## config.mk

```make
export PLATFORM = sky130hd
export DESIGN_NAME = dma_chsel
export DESIGN_NICKNAME = d
export VERILOG_FILES = /design/src/dma_cfg_pkg.sv /design/src/dma_types_pkg.sv /design/src/dma_chsel.sv /design/src/dma_hs_ctrl.sv /design/src/dma_pri_sel.sv /design/src/dma_req_qualify.sv /design/src/dma_req_sync.sv /design/src/dma_rr_arb.sv
export SDC_FILE = /design/constraint.sdc
export NUM_CORES = 1
export LEC_CHECK = 0
export ABC_AREA = 1
export BUFFER_PORTS_ARGS = -buffer_cell sky130_fd_sc_hd__buf_2
export CORE_MARGIN = 2
export CORE_UTILIZATION = 40
export CTS_CLUSTER_SIZE = 25
export DETAILED_ROUTE_END_ITERATION = 8
export SKIP_LAST_GASP = 1
export SYNTH_ARGS = -nofsm -noshare
export SYNTH_HDL_FRONTEND = slang
export SYNTH_HIERARCHICAL = 1
export SYNTH_SLANG_ARGS = --single-unit
```

## constraint.sdc

```tcl
create_clock -name HCLK -period 3.8 [get_ports HCLK]
set_input_delay 0.57 -clock HCLK [delete_from_list [all_inputs] [get_ports HCLK]]
set_output_delay 0.57 -clock HCLK [all_outputs]
set_load 0.1 [all_outputs]
```

## src/dma_cfg_pkg.sv

```systemverilog
`default_nettype none

package dma_cfg_pkg;

  // number of DMA channels served by the selector.
  localparam int NUM_CH = 4;

  // width of a channel number.
  localparam int CH_W = $clog2(NUM_CH);

  // number of fixed priority levels; one round-robin arbiter per level.
  localparam int PRI_LEVELS = 4;

  // width of a priority value.
  localparam int PRI_W = $clog2(PRI_LEVELS);

endpackage

`default_nettype wire

```

## src/dma_types_pkg.sv

```systemverilog
`default_nettype none

package dma_types_pkg;

  import dma_cfg_pkg::*;

  typedef enum logic {
    MODE_SW = 1'b0,  // software started, no peripheral handshake.
    MODE_HW = 1'b1   // follows dma_req and gets dma_ack/dma_tc.
  } xfer_mode_e;

  typedef enum logic [PRI_W-1:0] {
    PRI_0,  // lowest.
    PRI_1,
    PRI_2,
    PRI_3   // highest.
  } pri_e;

  typedef enum logic {
    ARB_IDLE,
    ARB_PEND  // arb_req is up and waits for de_stup.
  } arb_state_e;

endpackage

`default_nettype wire

```

## src/dma_chsel.sv

```systemverilog
`default_nettype none
`timescale 1ns/1ps

module dma_chsel (
  input  logic                                                HCLK,
  input  logic                                                HRSTn,
  input  logic [dma_cfg_pkg::NUM_CH-1:0]                      dma_req,
  input  logic [dma_cfg_pkg::NUM_CH-1:0]                      sync,
  input  logic                                                glb_en,
  input  logic [dma_cfg_pkg::NUM_CH-1:0]                      ch_en,
  input  logic [dma_cfg_pkg::NUM_CH-1:0]                      ch_abt,
  input  dma_types_pkg::xfer_mode_e [dma_cfg_pkg::NUM_CH-1:0] ch_mode,
  input  dma_types_pkg::pri_e [dma_cfg_pkg::NUM_CH-1:0]       ch_pri,
  input  logic                                                de_err_notify,
  input  logic                                                de_ack,
  input  logic                                                de_stup,
  input  logic                                                de_st_idle,
  input  logic                                                de_abt_on_idle,
  input  logic                                                tsz_eq0,
  output logic [dma_cfg_pkg::NUM_CH-1:0]                      dma_ack,
  output logic [dma_cfg_pkg::NUM_CH-1:0]                      dma_tc,
  output logic [dma_cfg_pkg::CH_W-1:0]                        arb_ch_sel,
  output logic                                                arb_req
);

  import dma_cfg_pkg::*;

  logic [NUM_CH-1:0] dma_reqs;
  logic [NUM_CH-1:0] vld_req;
  logic [NUM_CH-1:0] abnormal;
  logic [NUM_CH-1:0] ch_taken;  // engine is acking the selected channel.

  dma_req_sync u_req_sync (
    .HCLK     (HCLK),
    .HRSTn    (HRSTn),
    .dma_req  (dma_req),
    .sync     (sync),
    .dma_reqs (dma_reqs)
  );

  dma_req_qualify u_req_qualify (
    .glb_en        (glb_en),
    .ch_en         (ch_en),
    .ch_mode       (ch_mode),
    .ch_abt        (ch_abt),
    .de_err_notify (de_err_notify),
    .dma_reqs      (dma_reqs),
    .dma_ack       (dma_ack),
    .ch_taken      (ch_taken),
    .vld_req       (vld_req),
    .abnormal      (abnormal)
  );

  dma_pri_sel u_pri_sel (
    .HCLK           (HCLK),
    .HRSTn          (HRSTn),
    .vld_req        (vld_req),
    .ch_pri         (ch_pri),
    .de_stup        (de_stup),
    .de_st_idle     (de_st_idle),
    .de_abt_on_idle (de_abt_on_idle),
    .arb_ch_sel     (arb_ch_sel),
    .arb_req        (arb_req)
  );

  dma_hs_ctrl u_hs_ctrl (
    .HCLK       (HCLK),
    .HRSTn      (HRSTn),
    .arb_ch_sel (arb_ch_sel),
    .ch_mode    (ch_mode),
    .abnormal   (abnormal),
    .dma_reqs   (dma_reqs),
    .de_ack     (de_ack),
    .tsz_eq0    (tsz_eq0),
    .dma_ack    (dma_ack),
    .dma_tc     (dma_tc),
    .ch_taken   (ch_taken)
  );

endmodule

`default_nettype wire

```

## src/dma_hs_ctrl.sv

```systemverilog
`default_nettype none
`timescale 1ns/1ps

module dma_hs_ctrl (
  input  logic                                                HCLK,
  input  logic                                                HRSTn,
  input  logic [dma_cfg_pkg::CH_W-1:0]                        arb_ch_sel,
  input  dma_types_pkg::xfer_mode_e [dma_cfg_pkg::NUM_CH-1:0] ch_mode,
  input  logic [dma_cfg_pkg::NUM_CH-1:0]                      abnormal,
  input  logic [dma_cfg_pkg::NUM_CH-1:0]                      dma_reqs,
  input  logic                                                de_ack,
  input  logic                                                tsz_eq0,
  output logic [dma_cfg_pkg::NUM_CH-1:0]                      dma_ack,
  output logic [dma_cfg_pkg::NUM_CH-1:0]                      dma_tc,
  output logic [dma_cfg_pkg::NUM_CH-1:0]                      ch_taken
);

  import dma_cfg_pkg::*;
  import dma_types_pkg::*;

  logic [NUM_CH-1:0] hs_ok;
  logic [NUM_CH-1:0] ack_nx;
  logic [NUM_CH-1:0] tc_nx;

  always_comb
  begin
    for (int i = 0; i < NUM_CH; i++)
    begin
      ch_taken[i] = de_ack & (arb_ch_sel == CH_W'(i));
      hs_ok[i]    = ch_taken[i] & (ch_mode[i] == MODE_HW) & ~abnormal[i];
      // set on the data ack, hold until the peripheral drops its request.
      ack_nx[i]   = (~dma_ack[i] & hs_ok[i]) | (dma_ack[i] & dma_reqs[i]);
      tc_nx[i]    = (~dma_tc[i] & hs_ok[i] & tsz_eq0) | (dma_tc[i] & dma_reqs[i]);
    end
  end

  always_ff @(posedge HCLK or negedge HRSTn)
  begin
    if (!HRSTn)
    begin
      dma_ack <= '0;
      dma_tc  <= '0;
    end
    else
    begin
      dma_ack <= ack_nx;
      dma_tc  <= tc_nx;
    end
  end

endmodule

`default_nettype wire

```

## src/dma_pri_sel.sv

```systemverilog
`default_nettype none
`timescale 1ns/1ps

module dma_pri_sel (
  input  logic                                            HCLK,
  input  logic                                            HRSTn,
  input  logic [dma_cfg_pkg::NUM_CH-1:0]                  vld_req,
  input  dma_types_pkg::pri_e [dma_cfg_pkg::NUM_CH-1:0]   ch_pri,
  input  logic                                            de_stup,
  input  logic                                            de_st_idle,
  input  logic                                            de_abt_on_idle,
  output logic [dma_cfg_pkg::CH_W-1:0]                    arb_ch_sel,
  output logic                                            arb_req
);

  import dma_cfg_pkg::*;
  import dma_types_pkg::*;

  logic [NUM_CH-1:0]     lvl_req [PRI_LEVELS];
  logic [CH_W-1:0]       lvl_gnt [PRI_LEVELS];
  logic [PRI_LEVELS-1:0] lvl_any;
  pri_e                  pri_nx;
  pri_e                  pri_sel;
  arb_state_e            arb_st;
  logic                  vld_any;
  logic                  vld_any_d1;
  logic                  de_stup_d1;
  logic                  next_ch;

  always_comb
  begin
    for (int l = 0; l < PRI_LEVELS; l++)
    begin
      for (int i = 0; i < NUM_CH; i++)
      begin
        lvl_req[l][i] = vld_req[i] & (ch_pri[i] == pri_e'(l));
      end
      lvl_any[l] = |lvl_req[l];
    end
  end

  // the last hit is the highest level; level 0 when nothing requests.
  always_comb
  begin
    pri_nx = PRI_0;
    for (int l = 0; l < PRI_LEVELS; l++)
    begin
      if (lvl_any[l])
      begin
        pri_nx = pri_e'(l);
      end
    end
  end

  genvar g;
  generate
    for (g = 0; g < PRI_LEVELS; g++)
    begin : g_lvl
      dma_rr_arb u_rr_arb (
        .HCLK     (HCLK),
        .HRSTn    (HRSTn),
        .vld_req  (lvl_req[g]),
        .next_ch  (next_ch),
        .gnt_chno (lvl_gnt[g])
      );
    end
  endgenerate

  assign vld_any = |vld_req;
  assign next_ch = (vld_any & ~vld_any_d1 & de_st_idle) | de_stup_d1 | de_abt_on_idle;

  always_ff @(posedge HCLK or negedge HRSTn)
  begin
    if (!HRSTn)
    begin
      pri_sel    <= PRI_0;
      vld_any_d1 <= 1'b0;
      de_stup_d1 <= 1'b0;
    end
    else
    begin
      vld_any_d1 <= vld_any;
      de_stup_d1 <= de_stup;
      if (next_ch)
      begin
        pri_sel <= pri_nx;
      end
    end
  end

  always_ff @(posedge HCLK or negedge HRSTn)
  begin
    if (!HRSTn)
    begin
      arb_st <= ARB_IDLE;
    end
    else if (de_abt_on_idle || (arb_st == ARB_PEND && de_stup))
    begin
      arb_st <= ARB_IDLE;
    end
    else if (arb_st == ARB_IDLE && !de_stup_d1 && vld_any)
    begin
      arb_st <= ARB_PEND;  // wait one cycle after setup so the grant can move.
    end
  end

  assign arb_req    = (arb_st == ARB_PEND);
  assign arb_ch_sel = lvl_gnt[pri_sel];

endmodule

`default_nettype wire

```

## src/dma_req_qualify.sv

```systemverilog
`default_nettype none
`timescale 1ns/1ps

module dma_req_qualify (
  input  logic                                                  glb_en,
  input  logic [dma_cfg_pkg::NUM_CH-1:0]                        ch_en,
  input  dma_types_pkg::xfer_mode_e [dma_cfg_pkg::NUM_CH-1:0]   ch_mode,
  input  logic [dma_cfg_pkg::NUM_CH-1:0]                        ch_abt,
  input  logic                                                  de_err_notify,
  input  logic [dma_cfg_pkg::NUM_CH-1:0]                        dma_reqs,
  input  logic [dma_cfg_pkg::NUM_CH-1:0]                        dma_ack,
  input  logic [dma_cfg_pkg::NUM_CH-1:0]                        ch_taken,
  output logic [dma_cfg_pkg::NUM_CH-1:0]                        vld_req,
  output logic [dma_cfg_pkg::NUM_CH-1:0]                        abnormal
);

  import dma_cfg_pkg::*;
  import dma_types_pkg::*;

  logic [NUM_CH-1:0] hw_vld;
  logic [NUM_CH-1:0] sw_mode;

  always_comb
  begin
    for (int i = 0; i < NUM_CH; i++)
    begin
      abnormal[i] = de_err_notify | ch_abt[i];
      sw_mode[i]  = (ch_mode[i] == MODE_SW);
      // a request already served or already acked must not win again.
      hw_vld[i]   = dma_reqs[i] & ~dma_ack[i] & ~ch_taken[i];
    end
  end

  always_comb
  begin
    for (int i = 0; i < NUM_CH; i++)
    begin
      vld_req[i] = glb_en & ch_en[i] & ~abnormal[i] & (sw_mode[i] | hw_vld[i]);
    end
  end

endmodule

`default_nettype wire

```

## src/dma_req_sync.sv

```systemverilog
`default_nettype none
`timescale 1ns/1ps

module dma_req_sync (
  input  logic                           HCLK,
  input  logic                           HRSTn,
  input  logic [dma_cfg_pkg::NUM_CH-1:0] dma_req,
  input  logic [dma_cfg_pkg::NUM_CH-1:0] sync,
  output logic [dma_cfg_pkg::NUM_CH-1:0] dma_reqs
);

  import dma_cfg_pkg::*;

  logic [NUM_CH-1:0] req_d1;
  logic [NUM_CH-1:0] req_d2;

  // both ranks follow dma_req through reset as well.
  always_ff @(posedge HCLK)
  begin
    req_d1 <= dma_req;
    req_d2 <= req_d1 & sync;  // second rank only toggles for sync channels.
  end

  // asynchronous requesters see one more cycle of latency.
  assign dma_reqs = (sync & req_d2) | (~sync & req_d1);

endmodule

`default_nettype wire

```

## src/dma_rr_arb.sv

```systemverilog
`default_nettype none
`timescale 1ns/1ps

module dma_rr_arb (
  input  logic                           HCLK,
  input  logic                           HRSTn,
  input  logic [dma_cfg_pkg::NUM_CH-1:0] vld_req,
  input  logic                           next_ch,
  output logic [dma_cfg_pkg::CH_W-1:0]   gnt_chno
);

  import dma_cfg_pkg::*;

  logic [CH_W-1:0] gnt_nx;
  logic [CH_W-1:0] idx;
  logic            found;

  // search starts one past the last grant, so the last grant is checked last.
  always_comb
  begin
    gnt_nx = gnt_chno;
    found  = 1'b0;
    idx    = gnt_chno;
    for (int k = 1; k <= NUM_CH; k++)
    begin
      idx = CH_W'((gnt_chno + k) % NUM_CH);
      if (!found && vld_req[idx])
      begin
        gnt_nx = idx;
        found  = 1'b1;
      end
    end
  end

  always_ff @(posedge HCLK or negedge HRSTn)
  begin
    if (!HRSTn)
    begin
      gnt_chno <= CH_W'(NUM_CH - 1);  // channel 0 wins first.
    end
    else if (next_ch)
    begin
      gnt_chno <= gnt_nx;
    end
  end

endmodule

`default_nettype wire

```

Word-level counts from Yosys, hierarchy flattened
Index checks and enable logic that the tools add are counted.
{"block": "totals", "register_bits": 29, "input_bits": 37, "output_inout_bits": 11}
{"block": "classes", "addsub": 16, "order_cmp": 17, "n_eq_ne": 15, "n_mux": 68, "n_bitwise": 116, "reduce_logical": 47}
{"operator": "$and A1 B1 Y1", "count": 70}
{"operator": "$lt A2 B3 Y1 const B", "count": 16}
{"operator": "$mux W2", "count": 20}
{"operator": "$bmux W1 S2", "count": 16}
{"operator": "$mux W1", "count": 31}
{"operator": "$not A1 Y1", "count": 22}
{"operator": "$eq A2 B2 Y1 const B", "count": 10}
{"operator": "$or A1 B1 Y1", "count": 18}
{"operator": "$add A2 B1 Y2 const B", "count": 8}
{"operator": "$add A2 B2 Y2 const B", "count": 8}
{"operator": "$reduce_bool A4 Y1", "count": 4}
{"operator": "$reduce_or A4 Y1", "count": 4}
{"operator": "$logic_and A1 B1 Y1", "count": 15}
{"operator": "$logic_not A1 Y1", "count": 13}
{"operator": "$and A4 B4 Y4", "count": 3}
{"operator": "$eq A2 B1 Y1 const B", "count": 5}
{"operator": "$logic_not A2 Y1", "count": 5}
{"operator": "$reduce_and A2 Y1", "count": 4}
{"operator": "$bmux W2 S2", "count": 1}
{"operator": "$not A4 Y4", "count": 1}
{"operator": "$or A4 B4 Y4", "count": 1}
{"operator": "$ge A3 B3 Y1 const B", "count": 1}
{"operator": "$not A2 Y3", "count": 1}
{"operator": "$reduce_bool A2 Y1", "count": 1}
{"operator": "$logic_or A1 B1 Y1", "count": 1}

Depth between registers and ports, before layout
{"block": "logic_depth", "word_depth": 24, "ltp_mapped": 22, "mapped_depth_nobuf": 22}

Hierarchy
Netlist, hierarchy kept.
{"module": "dma_rr_arb", "instances": 4, "cells_each": 61, "area_per_inst_um2": 335.3}
{"module": "dma_pri_sel", "instances": 1, "cells_each": 83, "area_per_inst_um2": 501.7}
{"module": "dma_hs_ctrl", "instances": 1, "cells_each": 57, "area_per_inst_um2": 402.9}
{"module": "dma_req_sync", "instances": 1, "cells_each": 32, "area_per_inst_um2": 250.2}
{"module": "dma_req_qualify", "instances": 1, "cells_each": 36, "area_per_inst_um2": 160.2}

Worst setup path after synthesis
OpenSTA, ideal clock, no wires.
{"block": "synth_path", "path_type": "flip-flop to flip-flop", "startpoint": "register u_pri_sel/g_lvl[1].u_rr_arb/gnt_chno[1] (netlist bit)", "endpoint": "register u_pri_sel/g_lvl[1].u_rr_arb/gnt_chno[0] (netlist bit)", "setup_time_ns": 0.076, "t_arrival_ns": 3.702, "t_required_ns": 3.724, "slack_ns": 0.022, "stages_incl_launch_ff": 20, "path_cell_list": "dfstp_2 o21ai_1 o22ai_1 nor2_1 inv_1 nand3_1 a21oi_2 nand2_1 nor2_2 inv_1 nand2_1 nand2_1 nand2_2 nand2_4 nand3_2 nand2_2 inv_2 nand2_1 nand2_1 nand2_1"}
{"item": "start, declared", "line": "dma_rr_arb.sv:9", "rtl": "output logic [dma_cfg_pkg::CH_W-1:0] gnt_chno"}
{"item": "start signal, assigned", "line": "dma_rr_arb.sv:39", "rtl": "gnt_chno <= CH_W'(NUM_CH - 1);"}
{"item": "start signal, assigned", "line": "dma_rr_arb.sv:43", "rtl": "gnt_chno <= gnt_nx;"}

==> flow_metrics.tcl <==
set metrics [dict create \
    yosys.area_share.simple_pct 53.6 \
    antenna_found_initial 0 \
    slew_violations 0 \
    dpl.cell_count 572 \
    critPathRequiredTime_ns 4.02 \
    worst_pin_slew_ns 0.505 \
    ioPinCount 48 \
    die_w_um 85.5 \
    core-area_um2 6390 \
    cts_setup_buffers 0 \
    grt_pass1_vias 2443 \
    post_cts_resized 0 \
    grt_first_pass_wirelength_um 10500 \
    synth_area_leader_cell "nand2_1" \
    diodes 0 \
    die_h_um 85.5 \
    powerDensity_nw_per_um2 691 \
    worstSetupPathType "reg2reg" \
    seq_area_frac_synth_pct 26.2 \
    gr-total-overflow 0 \
    gp_congestion 0.906 \
    clock-skew-final_ns 0.00614 \
    htreeDepth 2 \
    grt_max_degree 22 \
    worstPathArrival_ns 3.11 \
    cts_tree "yes" \
    synth_cells 452 \
    outcome "complete, no violations" \
    area_delta_synth_final_pct 13.9 \
    routedWlPerCell_um 10.2 \
    critPathLaunchType "register" \
    vias 2672 \
    min_path_type "in2async" \
    yosysUniqueCellTypes 23 \
    fmax_mhz 346 \
    rsz0062_at_grt "false" \
    synth_top_area_share_pct 25.0 \
    dieArea_um2 7310 \
    ant_nets 0 \
    cts_root_buf "clkbuf_8" \
    cts.sink_count 29 \
    start_util_pct 41.6 \
    dp_hpwl_um 4730 \
    io_buffers 47 \
    fin_crit_ns 2.89 \
    yosys_register_bits 29 \
    crit_fanout 11 \
    drive_gt1_share_pct 26.2 \
    netlist_area_um2 2660 \
    muxShareOfSynthArea_pct 0 \
    final-setup-viol-count 0 \
    drc 0 \
    crit_path_end_kind "register" \
    grt_usage_pct 17.3 \
    postCtsHoldBufs 0 \
    ys_top_cells_by_area "nand2_1 (25%), dfrtp_1 (12%), inv_1 (11%)" \
    fin_nets 539 \
    vias_per_cell 4.61 \
    synth-compound-area-share_pct 4.99 \
    cts-buffers-inserted 5 \
    tns_ns 0 \
    drt_iter0_drc 153 \
    instances_no_fill 580 \
    synth_nets 489 \
    min_period_over_period_pct 76.1 \
    synthXorXnorAreaFrac_pct 0 \
    cts.reportedPaths.clkPinSlew_ns 0.07 \
    clock_path_buffers 2 \
    ir_worst_vdd_uv 388 \
    clkLatencyLatePin_ns 0.28 \
    p_leak_nw 1.85 \
    relSlewSlack_pct 66.4 \
    synthAdderAreaFrac_pct 0 \
    fillCellCount 651 \
    rows 29 \
    yosysWarnings 6 \
    hold_viol 0 \
    drt-pass1-iter-count 4 \
    drv_cap 0 \
    synth.avg_cell_area_um2 5.88 \
    drt_wl_total_um 5900 \
    r2r_cells 21 \
    synth_top_family_by_area "simple AND/OR/NAND/NOR gates" \
]
[metal layers]
| layer | part of all wire (%) | up-vias | GRT usage, % |
|---|---|---|---|
| met3 | 6.1 | 6 | 3.18 |
| met4 | 1.0 | 0 | 4.76 |
| met2 | 42 | 64 | 27.4 |
| met1 | 51 | 1157 | 24.2 |
| li1 | - | 1445 | - |
| met5 | 0 | - | 0 |
[logic make-up (layout without fill, tap and decap cells)]
| family | after synthesis | after routing |
|---|---|---|
| AND/OR/NAND/NOR | 310 | 310 |
| buffers and inverters | 92 | 143 |
| flip-flops | 29 | 29 |
| AO/OA/AOI/OAI | 21 | 21 |
[critical path, stage by stage, from the launching register on]
cell and delay [ns]:
dfstp_2 0.70, o21ai_0 0.12, o22ai_1 0.33, inv_1 0.10, nand2_1 0.07, nor2_1 0.06, inv_1 0.08, nand3_1 0.08
a21oi_2 0.29, nand2_1 0.11, nor2_2 0.18, inv_1 0.08, nand2_1 0.06, nand2_1 0.08, nand2_2 0.09, nand2_4 0.07
nand3_2 0.09, nand2_2 0.06, inv_2 0.05, nand2_1 0.04, nand2_1 0.05, nand2_1 0.05
[path summary, 6_finish.rpt]
check	from	endpoint	slack [ns]
setup / recovery	u_pri_sel/g_lvl[2].u_rr_arb/gnt_chno[0]$_DFFE_PN1P_	u_pri_sel/g_lvl[1].u_rr_arb/gnt_chno[0]$_DFFE_PN1P_	0.91
setup reg to reg	u_pri_sel/g_lvl[2].u_rr_arb/gnt_chno[0]$_DFFE_PN1P_	u_pri_sel/g_lvl[1].u_rr_arb/gnt_chno[0]$_DFFE_PN1P_	0.91
max in group asynchronous	HRSTn	u_pri_sel/g_lvl[1].u_rr_arb/gnt_chno[1]$_DFFE_PN1P_	3.18
min in group HCLK	dma_req[3]	u_req_sync/req_d1[3]$_DFF_P_	0.39
hold reg to reg	u_req_sync/req_d1[0]$_DFF_P_	u_req_sync/req_d2[0]$_DFF_P_	0.42
hold / removal	HRSTn	u_pri_sel/arb_req$_DFFE_PN0P_	0.25
[final cells by class]
class | instances | area (um2) | share of cell area, %
flip-flops and latches | 29 | 696 | 23.0
clock buffers | 6 | 72.6 | 2.40
well taps | 77 | 96.3 | 3.18
multi-input cells | 331 | 1560 | 51.4
repair buffers | 47 | 235 | 7.78
clock inverters | 2 | 10.0 | 0.331
inverters | 88 | 360 | 11.9
[state kept, by name (all words and copies together) (netlist names)]
register and cells:
u_pri_sel/g_lvl.u_rr_arb/gnt_chno 8, u_hs_ctrl/dma_ack 4, u_hs_ctrl/dma_tc 4, u_req_sync/req_d1 4, u_req_sync/req_d2 4, u_pri_sel/pri_sel 2, u_pri_sel/arb_req 1, u_pri_sel/de_stup_d1 1
u_pri_sel/vld_any_d1 1
[placed cells by master, fill, tap and decap left out]
cell and n:
nand2_1 177, inv_1 79, buf_2 47, nand3_1 44
nand2_2 36, nor2_1 32, dfrtp_1 13, nor2_2 8
a21oi_1 8, dfstp_2 8, dfxtp_1 8, a21oi_2 6
clkbuf_8 5, nand2_4 5, inv_2 5, inv_8 4
nand3_2 4, clkinv_2 2, nand3b_1 2, o21ai_0 2
o21ai_1 2, o22ai_1 2, clkbuf_1 1, nor2_8 1
nor2_4 1, o31ai_1 1
[power breakdown]
| group | switching (mW) | internal, mW | leakage, nW | total, mW |
|---|---|---|---|---|
| sequential | 0.141 | 0.407 | 0.327 | 0.548 |
| combinational | 0.871 | 0.428 | 1.48 | 1.30 |
| clock | 0.118 | 0.127 | 0.0450 | 0.244 |
[stage by stage]
stage	instance area, um2	setup slack [ns]	power, mW	utilization, %	hold slack, ns
final	3030	0.910	2.09	47.4	0.253
after floorplan	2660	0.0222	1.67	-	0.274
after global placement	2940	0.945	1.84	46.1	0.413
after global routing	3030	0.564	2.33	47.4	0.287
after detailed placement	2940	0.979	1.86	46.1	0.423
after CTS	3030	0.957	2.11	47.4	0.272
[cells in the mapped netlist, drive strengths merged]
library cell and instances:
a21oi 14, buf 4, dfrtp 13, dfstp 8, dfxtp 8, inv 88, nand2 218, nand3 48
nand3b 2, nor2 42, o21ai 4, o22ai 2, o31ai 1
No activity file was read; power rests on OpenSTA's default activity.
